[src/design/cpu_defs.svh]
`ifndef CPU_DEFS_SVH
`define CPU_DEFS_SVH

// data and address width
`define CPU_DATA_W 32

`define CPU_NREGS 16 // r0 is hardwired to zero

// address of the first instruction fetch
`define CPU_RESET_PC 32'h0000_0000

// encoding of HALTED
// stray state codes are steered here as well
`define CPU_HALT_STATE 3'd5

`endif

[src/design/isa_pkg.sv]
`default_nettype none

package isa_pkg;

  // anything not listed decodes as illegal
  typedef enum logic [7:0] {
    OP_NOP  = 8'h00,
    OP_LDI  = 8'h01,
    OP_ADD  = 8'h10,
    OP_SUB  = 8'h11,
    OP_AND  = 8'h12,
    OP_OR   = 8'h13,
    OP_XOR  = 8'h14,
    OP_SHL  = 8'h15,
    OP_SHR  = 8'h16,
    OP_ADDI = 8'h17,
    OP_CMP  = 8'h18,
    OP_LD   = 8'h20,
    OP_ST   = 8'h21,
    OP_LDB  = 8'h22,
    OP_STB  = 8'h23,
    OP_BEQ  = 8'h30,
    OP_BNE  = 8'h31,
    OP_BLT  = 8'h32,
    OP_JMP  = 8'h33,
    OP_HALT = 8'hff
  } opcode_e;

  typedef enum logic [2:0] {
    ALU_ADD,
    ALU_SUB,
    ALU_AND,
    ALU_OR,
    ALU_XOR,
    ALU_SHL,
    ALU_SHR,
    ALU_PASSB
  } alu_func_e;

  typedef struct packed {
    opcode_e     opcode;
    logic [3:0]  ra;  // destination, store data
    logic [3:0]  rb;  // first source, base address
    logic [15:0] imm; // rc lives in imm[15:12]
  } instr_t;

endpackage

`default_nettype wire

[src/design/ctrl_pkg.sv]
`default_nettype none

`include "cpu_defs.svh"

package ctrl_pkg;

  typedef enum logic [2:0] {
    FETCH     = 3'd0,
    DECODE    = 3'd1,
    EXEC      = 3'd2,
    MEM       = 3'd3,
    WRITEBACK = 3'd4,
    HALTED    = `CPU_HALT_STATE
  } state_e;

  typedef enum logic [1:0] {
    PC_HOLD,
    PC_NEXT, // pc + 4
    PC_REL,  // branch offset
    PC_REG   // jump to a
  } pcsel_e;

  typedef enum logic [1:0] {MAR_HOLD, MAR_ALU} marsel_e;

  typedef enum logic [1:0] {MDR_HOLD, MDR_BUS, MDR_B} mdrsel_e;

  typedef enum logic [1:0] {REG_ALU, REG_MDR} regsel_e;

  typedef enum logic [1:0] {ALU2_B, ALU2_IMM, ALU2_4} alu2sel_e;

  typedef struct packed {
    pcsel_e             pcsel;
    marsel_e            marsel;
    mdrsel_e            mdrsel;
    regsel_e            regsel;
    alu2sel_e           alu2sel;
    isa_pkg::alu_func_e alu_func;
    logic               ir_we;
    logic               a_we;
    logic               b_we;
    logic               ccr_we;
    logic               reg_we;
    logic               addr_mar; // drive mar instead of pc on the bus
    logic               byte_op;
    logic               src2_ra;  // read port 2 takes ra, else rc
  } ctrl_t;

endpackage

`default_nettype wire

[src/design/alu.sv]
`default_nettype none

`include "cpu_defs.svh"

module alu (
  input  logic [`CPU_DATA_W-1:0] in1_i,
  input  logic [`CPU_DATA_W-1:0] in2_i,
  input  isa_pkg::alu_func_e     func_i,
  output logic [`CPU_DATA_W-1:0] out_o,
  output logic                   carry_o,
  output logic                   negative_o,
  output logic                   overflow_o,
  output logic                   zero_o
);
  import isa_pkg::*;

  logic                   sub;
  logic                   arith;
  logic [`CPU_DATA_W-1:0] addend;
  logic [`CPU_DATA_W:0]   sum;

  assign sub    = (func_i == ALU_SUB);
  assign arith  = sub || (func_i == ALU_ADD);
  assign addend = sub ? ~in2_i : in2_i; // two's complement subtract
  assign sum    = {1'b0, in1_i} + {1'b0, addend} + (`CPU_DATA_W+1)'(sub);

  always_comb begin
    case (func_i)
      ALU_AND:   out_o = in1_i & in2_i;
      ALU_OR:    out_o = in1_i | in2_i;
      ALU_XOR:   out_o = in1_i ^ in2_i;
      ALU_SHL:   out_o = in1_i << in2_i[4:0];
      ALU_SHR:   out_o = in1_i >> in2_i[4:0]; // logical
      ALU_PASSB: out_o = in2_i;
      default:   out_o = sum[`CPU_DATA_W-1:0];
    endcase
  end

  // carry set means no borrow on subtract
  assign carry_o    = arith & sum[`CPU_DATA_W];
  assign overflow_o = arith & (in1_i[`CPU_DATA_W-1] == addend[`CPU_DATA_W-1]) &
                      (sum[`CPU_DATA_W-1] != in1_i[`CPU_DATA_W-1]);
  assign negative_o = out_o[`CPU_DATA_W-1];
  assign zero_o     = (out_o == '0);

endmodule

`default_nettype wire

[src/design/register_file.sv]
`default_nettype none

`include "cpu_defs.svh"

module register_file (
  input  logic                   clk_i,
  input  logic                   rst_i,
  input  logic [3:0]             rd1_addr_i,
  input  logic [3:0]             rd2_addr_i,
  input  logic [3:0]             wr_addr_i,
  input  logic [`CPU_DATA_W-1:0] wr_data_i,
  input  logic                   wr_en_i,
  output logic [`CPU_DATA_W-1:0] rd1_data_o,
  output logic [`CPU_DATA_W-1:0] rd2_data_o
);

  logic [`CPU_DATA_W-1:0] regs [`CPU_NREGS];

  always_ff @(posedge clk_i or posedge rst_i) begin
    if (rst_i) begin
      for (int i = 0; i < `CPU_NREGS; i++) begin
        regs[i] <= '0;
      end
    end else if (wr_en_i && (wr_addr_i != 4'd0)) begin // r0 writes dropped
      regs[wr_addr_i] <= wr_data_i;
    end
  end

  assign rd1_data_o = (rd1_addr_i == 4'd0) ? '0 : regs[rd1_addr_i];
  assign rd2_data_o = (rd2_addr_i == 4'd0) ? '0 : regs[rd2_addr_i];

  wr_addr_known: assert property (@(posedge clk_i) disable iff (rst_i)
    wr_en_i |-> !$isunknown(wr_addr_i))
    else $error("register write with unknown address");

endmodule

`default_nettype wire

[src/design/bus_interface.sv]
`default_nettype none

module bus_interface (
  input  logic        byte_op_i,
  input  logic [1:0]  addr_lo_i,
  input  logic [31:0] cpu_data_i,
  input  logic [31:0] bus_data_i,
  output logic [31:0] bus_data_o,
  output logic [31:0] cpu_data_o,
  output logic [3:0]  sel_o
);

  logic [7:0] lane_byte;

  // lane 0 holds the lowest address
  assign lane_byte = bus_data_i[{addr_lo_i, 3'b000} +: 8];

  always_comb begin
    if (byte_op_i) begin
      sel_o      = 4'b0001 << addr_lo_i;
      bus_data_o = {4{cpu_data_i[7:0]}}; // same byte on every lane
      cpu_data_o = {24'd0, lane_byte};
    end else begin
      sel_o      = 4'b1111;
      bus_data_o = cpu_data_i;
      cpu_data_o = bus_data_i;
    end
  end

  sel_nonzero: assert final (sel_o != 4'b0000)
    else $error("bus access with no byte lane selected");

endmodule

`default_nettype wire

[src/design/control.sv]
`default_nettype none

module control (
  input  logic             clk_i,
  input  logic             rst_i,
  input  isa_pkg::instr_t  instr_i,
  input  logic [2:0]       ccr_i,
  input  logic             ack_i,
  output ctrl_pkg::ctrl_t  ctrl_o,
  output logic             cyc_o,
  output logic             we_o,
  output logic             halt_o,
  output logic             illegal_o
);
  import isa_pkg::*;
  import ctrl_pkg::*;

  state_e    state_q;
  state_e    state_d;
  logic      cyc_q;
  logic      we_q;
  logic      illegal_q;
  logic      bus_done;
  logic      known;
  logic      is_alu;
  logic      is_load;
  logic      is_store;
  logic      take;
  alu_func_e func;
  alu2sel_e  alu2;

  assign bus_done = cyc_q & ack_i; // ack without a cycle is ignored

  // opcode decode
  always_comb begin
    known    = 1'b1;
    is_alu   = 1'b0;
    is_load  = 1'b0;
    is_store = 1'b0;
    func     = ALU_ADD;
    alu2     = ALU2_B;
    case (instr_i.opcode)
      OP_LDI:  {is_alu, func, alu2} = {1'b1, ALU_PASSB, ALU2_IMM};
      OP_ADD:  is_alu = 1'b1;
      OP_SUB:  {is_alu, func} = {1'b1, ALU_SUB};
      OP_AND:  {is_alu, func} = {1'b1, ALU_AND};
      OP_OR:   {is_alu, func} = {1'b1, ALU_OR};
      OP_XOR:  {is_alu, func} = {1'b1, ALU_XOR};
      OP_SHL:  {is_alu, func} = {1'b1, ALU_SHL};
      OP_SHR:  {is_alu, func} = {1'b1, ALU_SHR};
      OP_ADDI: {is_alu, alu2} = {1'b1, ALU2_IMM};
      OP_CMP:  func = ALU_SUB;
      OP_LD, OP_LDB: {is_load, alu2} = {1'b1, ALU2_IMM};  // address = a + imm
      OP_ST, OP_STB: {is_store, alu2} = {1'b1, ALU2_IMM};
      OP_NOP, OP_BEQ, OP_BNE, OP_BLT, OP_JMP, OP_HALT: ;
      default: known = 1'b0;
    endcase
  end

  // ccr is {carry, less, zero}
  always_comb begin
    case (instr_i.opcode)
      OP_BEQ:  take = ccr_i[0];
      OP_BNE:  take = !ccr_i[0];
      OP_BLT:  take = ccr_i[1];
      default: take = 1'b0;
    endcase
  end

  always_comb begin
    ctrl_o          = '0;
    ctrl_o.alu_func = func;
    ctrl_o.alu2sel  = alu2;
    ctrl_o.regsel   = is_load ? REG_MDR : REG_ALU;
    ctrl_o.addr_mar = (state_q == MEM);
    ctrl_o.byte_op  = (state_q == MEM) &&
                      ((instr_i.opcode == OP_LDB) || (instr_i.opcode == OP_STB));
    ctrl_o.src2_ra  = is_store;
    state_d         = state_q;
    case (state_q)
      FETCH: begin
        if (bus_done) begin
          ctrl_o.ir_we = 1'b1;
          ctrl_o.pcsel = PC_NEXT;
          state_d      = DECODE;
        end
      end
      DECODE: begin
        ctrl_o.a_we = 1'b1;
        ctrl_o.b_we = 1'b1;
        state_d     = EXEC;
      end
      EXEC: begin
        if (!known || instr_i.opcode == OP_HALT) begin
          state_d = HALTED;
        end else if (is_alu) begin
          state_d = WRITEBACK;
        end else if (is_load || is_store) begin
          ctrl_o.marsel = MAR_ALU;
          ctrl_o.mdrsel = is_store ? MDR_B : MDR_HOLD;
          state_d       = MEM;
        end else begin
          ctrl_o.ccr_we = (instr_i.opcode == OP_CMP);
          if (take) ctrl_o.pcsel = PC_REL;
          if (instr_i.opcode == OP_JMP) ctrl_o.pcsel = PC_REG;
          state_d = FETCH;
        end
      end
      MEM: begin
        if (bus_done) begin
          ctrl_o.mdrsel = is_load ? MDR_BUS : MDR_HOLD;
          state_d       = is_load ? WRITEBACK : FETCH;
        end
      end
      WRITEBACK: begin
        ctrl_o.reg_we = 1'b1;
        state_d       = FETCH;
      end
      default: state_d = HALTED; // HALTED and stray codes
    endcase
  end

  // strobes come from flops so they stay clean and low in reset
  always_ff @(posedge clk_i or posedge rst_i) begin
    if (rst_i) begin
      state_q   <= FETCH;
      cyc_q     <= 1'b0;
      we_q      <= 1'b0;
      illegal_q <= 1'b0;
    end else begin
      state_q <= state_d;
      cyc_q   <= (state_d == FETCH) || (state_d == MEM);
      we_q    <= (state_d == MEM) && is_store;
      if (state_q == EXEC && !known) illegal_q <= 1'b1;
    end
  end

  assign cyc_o     = cyc_q;
  assign we_o      = we_q;
  assign halt_o    = (state_q == HALTED);
  assign illegal_o = illegal_q;

  halted_quiet: assert property (@(posedge clk_i) disable iff (rst_i)
    state_q == HALTED |-> !cyc_o)
    else $error("bus cycle while halted");

  we_in_cycle: assert property (@(posedge clk_i) disable iff (rst_i)
    we_o |-> cyc_o)
    else $error("we_o outside a bus cycle");

endmodule

`default_nettype wire

[src/design/cpu_core.sv]
`default_nettype none

`include "cpu_defs.svh"

module cpu_core (
  input  logic                   clk_i,
  input  logic                   rst_i,
  input  logic                   ack_i,
  input  logic [`CPU_DATA_W-1:0] dat_i,
  output logic [`CPU_DATA_W-1:0] adr_o,
  output logic [`CPU_DATA_W-1:0] dat_o,
  output logic [3:0]             sel_o,
  output logic                   cyc_o,
  output logic                   we_o,
  output logic                   halt_o,
  output logic                   illegal_o
);
  import isa_pkg::*;
  import ctrl_pkg::*;

  ctrl_t                  ctrl;
  instr_t                 ir;
  logic [`CPU_DATA_W-1:0] pc;
  logic [`CPU_DATA_W-1:0] mar;
  logic [`CPU_DATA_W-1:0] mdr;
  logic [`CPU_DATA_W-1:0] a;
  logic [`CPU_DATA_W-1:0] b;
  logic [2:0]             ccr;
  logic [`CPU_DATA_W-1:0] pc_d;
  logic [`CPU_DATA_W-1:0] mdr_d;
  logic [`CPU_DATA_W-1:0] imm_sext;
  logic [`CPU_DATA_W-1:0] alu_in2;
  logic [`CPU_DATA_W-1:0] alu_out;
  logic [`CPU_DATA_W-1:0] reg_wdata;
  logic [`CPU_DATA_W-1:0] rd1_data;
  logic [`CPU_DATA_W-1:0] rd2_data;
  logic [`CPU_DATA_W-1:0] load_data;
  logic [3:0]             rd2_addr;
  logic                   alu_carry;
  logic                   alu_negative;
  logic                   alu_overflow;
  logic                   alu_zero;

  assign imm_sext = {{16{ir.imm[15]}}, ir.imm};
  assign adr_o    = ctrl.addr_mar ? mar : pc;
  assign rd2_addr = ctrl.src2_ra ? ir.ra : ir.imm[15:12]; // ra or rc

  always_comb begin
    case (ctrl.pcsel)
      PC_NEXT: pc_d = pc + 32'd4;
      PC_REL:  pc_d = pc + {imm_sext[29:0], 2'b00}; // pc already past the branch
      PC_REG:  pc_d = a;
      default: pc_d = pc;
    endcase
    case (ctrl.mdrsel)
      MDR_BUS: mdr_d = load_data;
      MDR_B:   mdr_d = b;
      default: mdr_d = mdr;
    endcase
    case (ctrl.alu2sel)
      ALU2_IMM: alu_in2 = imm_sext;
      ALU2_4:   alu_in2 = 32'd4;
      default:  alu_in2 = b;
    endcase
    reg_wdata = (ctrl.regsel == REG_MDR) ? mdr : alu_out;
  end

  always_ff @(posedge clk_i or posedge rst_i) begin
    if (rst_i) begin
      pc  <= `CPU_RESET_PC;
      ir  <= '0; // decodes as NOP
      mar <= '0;
      mdr <= '0;
      a   <= '0;
      b   <= '0;
      ccr <= '0;
    end else begin
      pc  <= pc_d;
      mdr <= mdr_d;
      if (ctrl.marsel == MAR_ALU) mar <= alu_out;
      if (ctrl.ir_we) ir <= instr_t'(dat_i);
      if (ctrl.a_we) a <= rd1_data;
      if (ctrl.b_we) b <= rd2_data;
      if (ctrl.ccr_we) ccr <= {alu_carry, alu_negative ^ alu_overflow, alu_zero};
    end
  end

  control i_control (
    .clk_i     (clk_i),
    .rst_i     (rst_i),
    .instr_i   (ir),
    .ccr_i     (ccr),
    .ack_i     (ack_i),
    .ctrl_o    (ctrl),
    .cyc_o     (cyc_o),
    .we_o      (we_o),
    .halt_o    (halt_o),
    .illegal_o (illegal_o)
  );

  alu i_alu (
    .in1_i      (a),
    .in2_i      (alu_in2),
    .func_i     (ctrl.alu_func),
    .out_o      (alu_out),
    .carry_o    (alu_carry),
    .negative_o (alu_negative),
    .overflow_o (alu_overflow),
    .zero_o     (alu_zero)
  );

  register_file i_register_file (
    .clk_i      (clk_i),
    .rst_i      (rst_i),
    .rd1_addr_i (ir.rb),
    .rd2_addr_i (rd2_addr),
    .wr_addr_i  (ir.ra),
    .wr_data_i  (reg_wdata),
    .wr_en_i    (ctrl.reg_we),
    .rd1_data_o (rd1_data),
    .rd2_data_o (rd2_data)
  );

  bus_interface i_bus_interface (
    .byte_op_i  (ctrl.byte_op),
    .addr_lo_i  (adr_o[1:0]),
    .cpu_data_i (mdr),
    .bus_data_i (dat_i),
    .bus_data_o (dat_o),
    .cpu_data_o (load_data),
    .sel_o      (sel_o)
  );

  adr_hold: assert property (@(posedge clk_i) disable iff (rst_i)
    cyc_o && !ack_i |=> $stable(adr_o))
    else $error("adr_o moved while waiting for ack_i");

endmodule

`default_nettype wire

[config.mk]
export PLATFORM = sky130hd
export DESIGN_NAME = cpu_core
export DESIGN_NICKNAME = d
export VERILOG_FILES = /design/src/design/isa_pkg.sv /design/src/design/ctrl_pkg.sv /design/src/design/alu.sv /design/src/design/register_file.sv /design/src/design/bus_interface.sv /design/src/design/control.sv /design/src/design/cpu_core.sv
export VERILOG_INCLUDE_DIRS = /design/src /design/src/design
export SDC_FILE = /design/constraint.sdc
export NUM_CORES = 2
export LEC_CHECK = 0
export BUFFER_PORTS_ARGS = -buffer_cell sky130_fd_sc_hd__buf_2
export CORE_MARGIN = 4
export CORE_UTILIZATION = 45
export DETAILED_ROUTE_END_ITERATION = 10
export PLACE_DENSITY_LB_ADDON = 0.15
export SYNTH_ARGS = -nofsm -noshare
export SYNTH_HDL_FRONTEND = slang
export SYNTH_SLANG_ARGS = --single-unit
export TNS_END_PERCENT = 5
[constraint.sdc]
create_clock -name clk_i -period 30.9 [get_ports clk_i]
set_clock_uncertainty 0.2 [all_clocks]
set_input_delay 4.635 -clock clk_i [delete_from_list [all_inputs] [get_ports clk_i]]
set_output_delay 4.635 -clock clk_i [all_outputs]
set_load 0.01 [all_outputs]
==> run metrics <==
clock group share of total power=0.525; clock slew at reported path FFs=50 ps; final hold violation count=0; f_max=109 MHz; Post-synth top flop=dfrtp_1; Tcrit/Tclk final=0.296; die width=324 µm; Via density=6.31; Inst Count DP=5788; R2R depth=20; antenna violations before repair=9; CTS tree=built; share of layout cells above drive strength 1=0.187; Worst R2R Start=ir[25]$_DFFE_PP0P_; Sink Count=712; gp weighted congestion=0.995; Detailed Route WL=174000 µm; Ys Warns=0; setup TNS=0 ps; hold slack=173 ps; CP endpoint kind=primary output; Port Buffers=106; cell area after synthesis=0.0450 mm²; Worst setup SP type=register; reg2reg end=i_register_file.regs[158]$_DFFE_PP0P_; sequential power share=0.459; Power Dens Cells=41.2 mW/mm²; flops & latches, synth=712; Starting Density=0.456; Global Route met3 Usage=0.0651; flop-to-flop setup slack=23170 ps; sw power=0.000459 W; max cap viols=0; Routed WL per cell=29.2 µm; core outline area=0.0989 mm²; Leakage=21.6 nW; crit-path cells=nor2b_1 -> and2_1 -> buf_4 -> mux2i_1 -> inv_1 -> o21ai_0 -> buf_2; CP Buf/Inv Count=3; Bufs on Longest Clock Path=3; largest delay contributor family on the critical path=buffers and inverters; Boundary Pins=107; final worst-path setup slack=21760 ps; number of CTS-inserted buffers=83; pin slew with the least headroom to its limit=1350 ps; drt first pass iters=5; unrepaired setup endpoints after global routing=false; largest net degree at the start of global routing=109; vias in the first global route=36026; Worst EP arrival=4310 ps; Post-CTS Resized=0; main combinational cell family by area after synthesis=multiplexers; Post-synth EDFFs=0; DRC marker count from the first detailed-route iteration=3935; Die Area=0.105 mm²; hpwl dp=115000 µm; Net Sw Frac=0.226; hold_sp=i_register_file.regs[495]$_DFFE_PP0P_; Largest stage delay, worst path=770 ps; Hold EP=i_register_file.regs[495]$_DFFE_PP0P_; Post-Layout Cell Count=5947; grt ovf=0; share of the yosys chip area belonging to registers=0.396; GRT met2 Usage=0.491; Max rail drop VDD=0.0360 mV; Tmin final=9140 ps; Final Net Count=4750; Combinational Power Share=0.016; post-synthesis adder-cell area fraction=0.0362; CTS H-tree depth=3; Synth Area in XOR/XNOR=0.0157; Detail Route Antenna Nets=0; FFs w/ async S/R, synth=1.00; syn nets=4887; root buffer cell=clkbuf_16; area grow syn2layout=9.44%; later-pin clock latency in the skew report=690 ps; Cell Rows=115; Total GRT Usage=0.325; worst path required time=26070 ps; P_int=0.00157 W; hold buffer count at CTS=0; gr busiest metal=met2; Post-synth top cells=nand2_1, dfrtp_1, o21ai_0; Min-Delay Path Class=register to register; CP max stage cell=mux2i_1; DR DRC count=0; Synth Area in Compound Gates=0.156; Synth area leaders=dfrtp_1, mux4_2, nand2_1; syn avg cell area=9.54 µm²; top cell type's share of synthesized area=0.396; Synth Area in Simple Gates=0.132; status=completed; final setup vio count=0; Max Fanout on Critical Path=21; pre-CTS WS=21300 ps; met1 Use GR=0.453; slew margin rel.=0.0712; Slew Viols, Final=0; most area-hungry cell type in the Yosys netlist=dfrtp_1; global-route wire length before repair=256000 µm; Hold Crit Depth=0; Synth Instances=4723; WS Path Type=register to primary output; vias=37535; Synth cell types=102; most common cell in the netlist=nand2_1; chip height=324 µm; multiplexer share of the synthesized area=0.212; Post-CTS Setup Bufs=0
-- worst register-to-register path: stages, from the launching register on --
cell	delay, ps
dfrtp_1	780
nor2b_1	220
o211a_1	330
nor2_4	90
buf_4	470
mux2_2	460
xnor2_1	140
ha_1	380
nor2b_1	170
o21ai_0	300
a21oi_1	160
or4_1	540
a31oi_1	340
a211oi_1	180
nor4_1	710
o31ai_1	280
a21oi_1	250
mux2i_1	240
a2111oi_2	130
a21oi_1	970
mux2_2	320
-- logic make-up (layout without fill, tap and decap cells) --
logic type | after synthesis | after routing
other | 0 | 4
AND/OR/NAND/NOR | 1440 | 1440
XOR/XNOR | 81 | 81
multiplexers | 609 | 609
AO/OA/AOI/OAI | 1195 | 1195
flip-flops | 712 | 712
buffers and inverters | 557 | 490
adder cells (fa/ha/maj) | 129 | 129
-- placed cells by master, fill, tap and decap left out, types with 19 or more instances in the layout --
master,netlist,routed
nand2b_1,20,19
o21ai_1,24,24
clkbuf_1,323,20
clkbuf_16,0,83
mux2_2,168,166
mux4_2,260,260
dfrtp_1,712,708
and2_1,22,22
o21ai_0,579,579
nor2_1,226,224
xnor2_1,36,36
a211oi_1,38,38
a31oi_1,33,33
a21o_1,33,33
nand3_1,72,67
inv_1,117,116
nor3_1,30,30
o22ai_1,56,56
mux2i_1,179,172
buf_4,26,108
buf_2,37,106
ha_1,127,126
xor2_1,45,45
a21oi_1,247,247
o211ai_1,19,19
nand2_1,980,968
-- flip-flops by register name, indices dropped and copies added, names as in the netlist --
signal and count:
a 32, b 32, ccr 2, i_control.cyc_o 1, i_control.illegal_o 1, i_control.state_q 3
i_control.we_o 1, i_register_file.regs 512, imm_sext 16, ir 16, mar 32, mdr 32
pc 32
-- power by group through the flow --
stage               combinational, W  clock (W)  sequential [W]
finish                     0.0000315    0.00107        0.000932
global route               0.0000354    0.00112        0.000932
CTS                        0.0000325    0.00108        0.000932
detailed placement         0.0000324          0        0.000949
global placement           0.0000326          0        0.000949
floorplan                  0.0000160          0        0.000951
-- cell type report --
| type | count | area (µm²) |
|---|---|---|
| Antenna cell | 4 | 10.0 |
| Clock buffer | 117 | 2340 |
| Clock inverter | 38 | 591 |
| Fill cell | 9253 | 49600 |
| Inverter | 121 | 464 |
| Multi-Input combinational cell | 3454 | 25100 |
| Sequential cell | 712 | 17800 |
| Tap cell | 1287 | 1610 |
| Timing Repair Buffer | 214 | 1340 |
-- metrics by stage --
step	instance area [µm²]	utilization	power [W]
final	49300	0.499	0.00203
after global routing	49300	0.499	0.00209
after CTS	49300	0.499	0.00205
after detailed placement	46400	0.469	0.000982
after global placement	46400	0.469	0.000982
after floorplan	45000	-	0.000967
-- worst max path at each step --
stage / startpoint / end / slack (ps) / depth (start not counted)
4_1_cts: i_control.state_q[2]$_DFF_PP0_ / sel_o[2] / 21790 / 7
3_3_place_gp: rst_i / i_register_file.regs[317]$_DFFE_PP0P_ / 21270 / 7
5_1_grt: i_control.state_q[1]$_DFF_PP0_ / sel_o[2] / 21420 / 7
6_report: i_control.state_q[2]$_DFF_PP0_ / sel_o[2] / 21760 / 7
3_5_place_dp: rst_i / i_register_file.regs[285]$_DFFE_PP0P_ / 21300 / 7
2_1_floorplan: rst_i / a[0]$_DFFE_PP0P_ / 6090 / 1
-- per-layer routing --
layer	wire length (µm)	share of wire	vias to the layer above
li1	-	-	16551
met1	73200	0.42	18798
met2	76200	0.44	1730
met3	14900	0.086	452
met4	9420	0.054	4
met5	26	0.00015	-
Power figures use the tool's default switching activity.
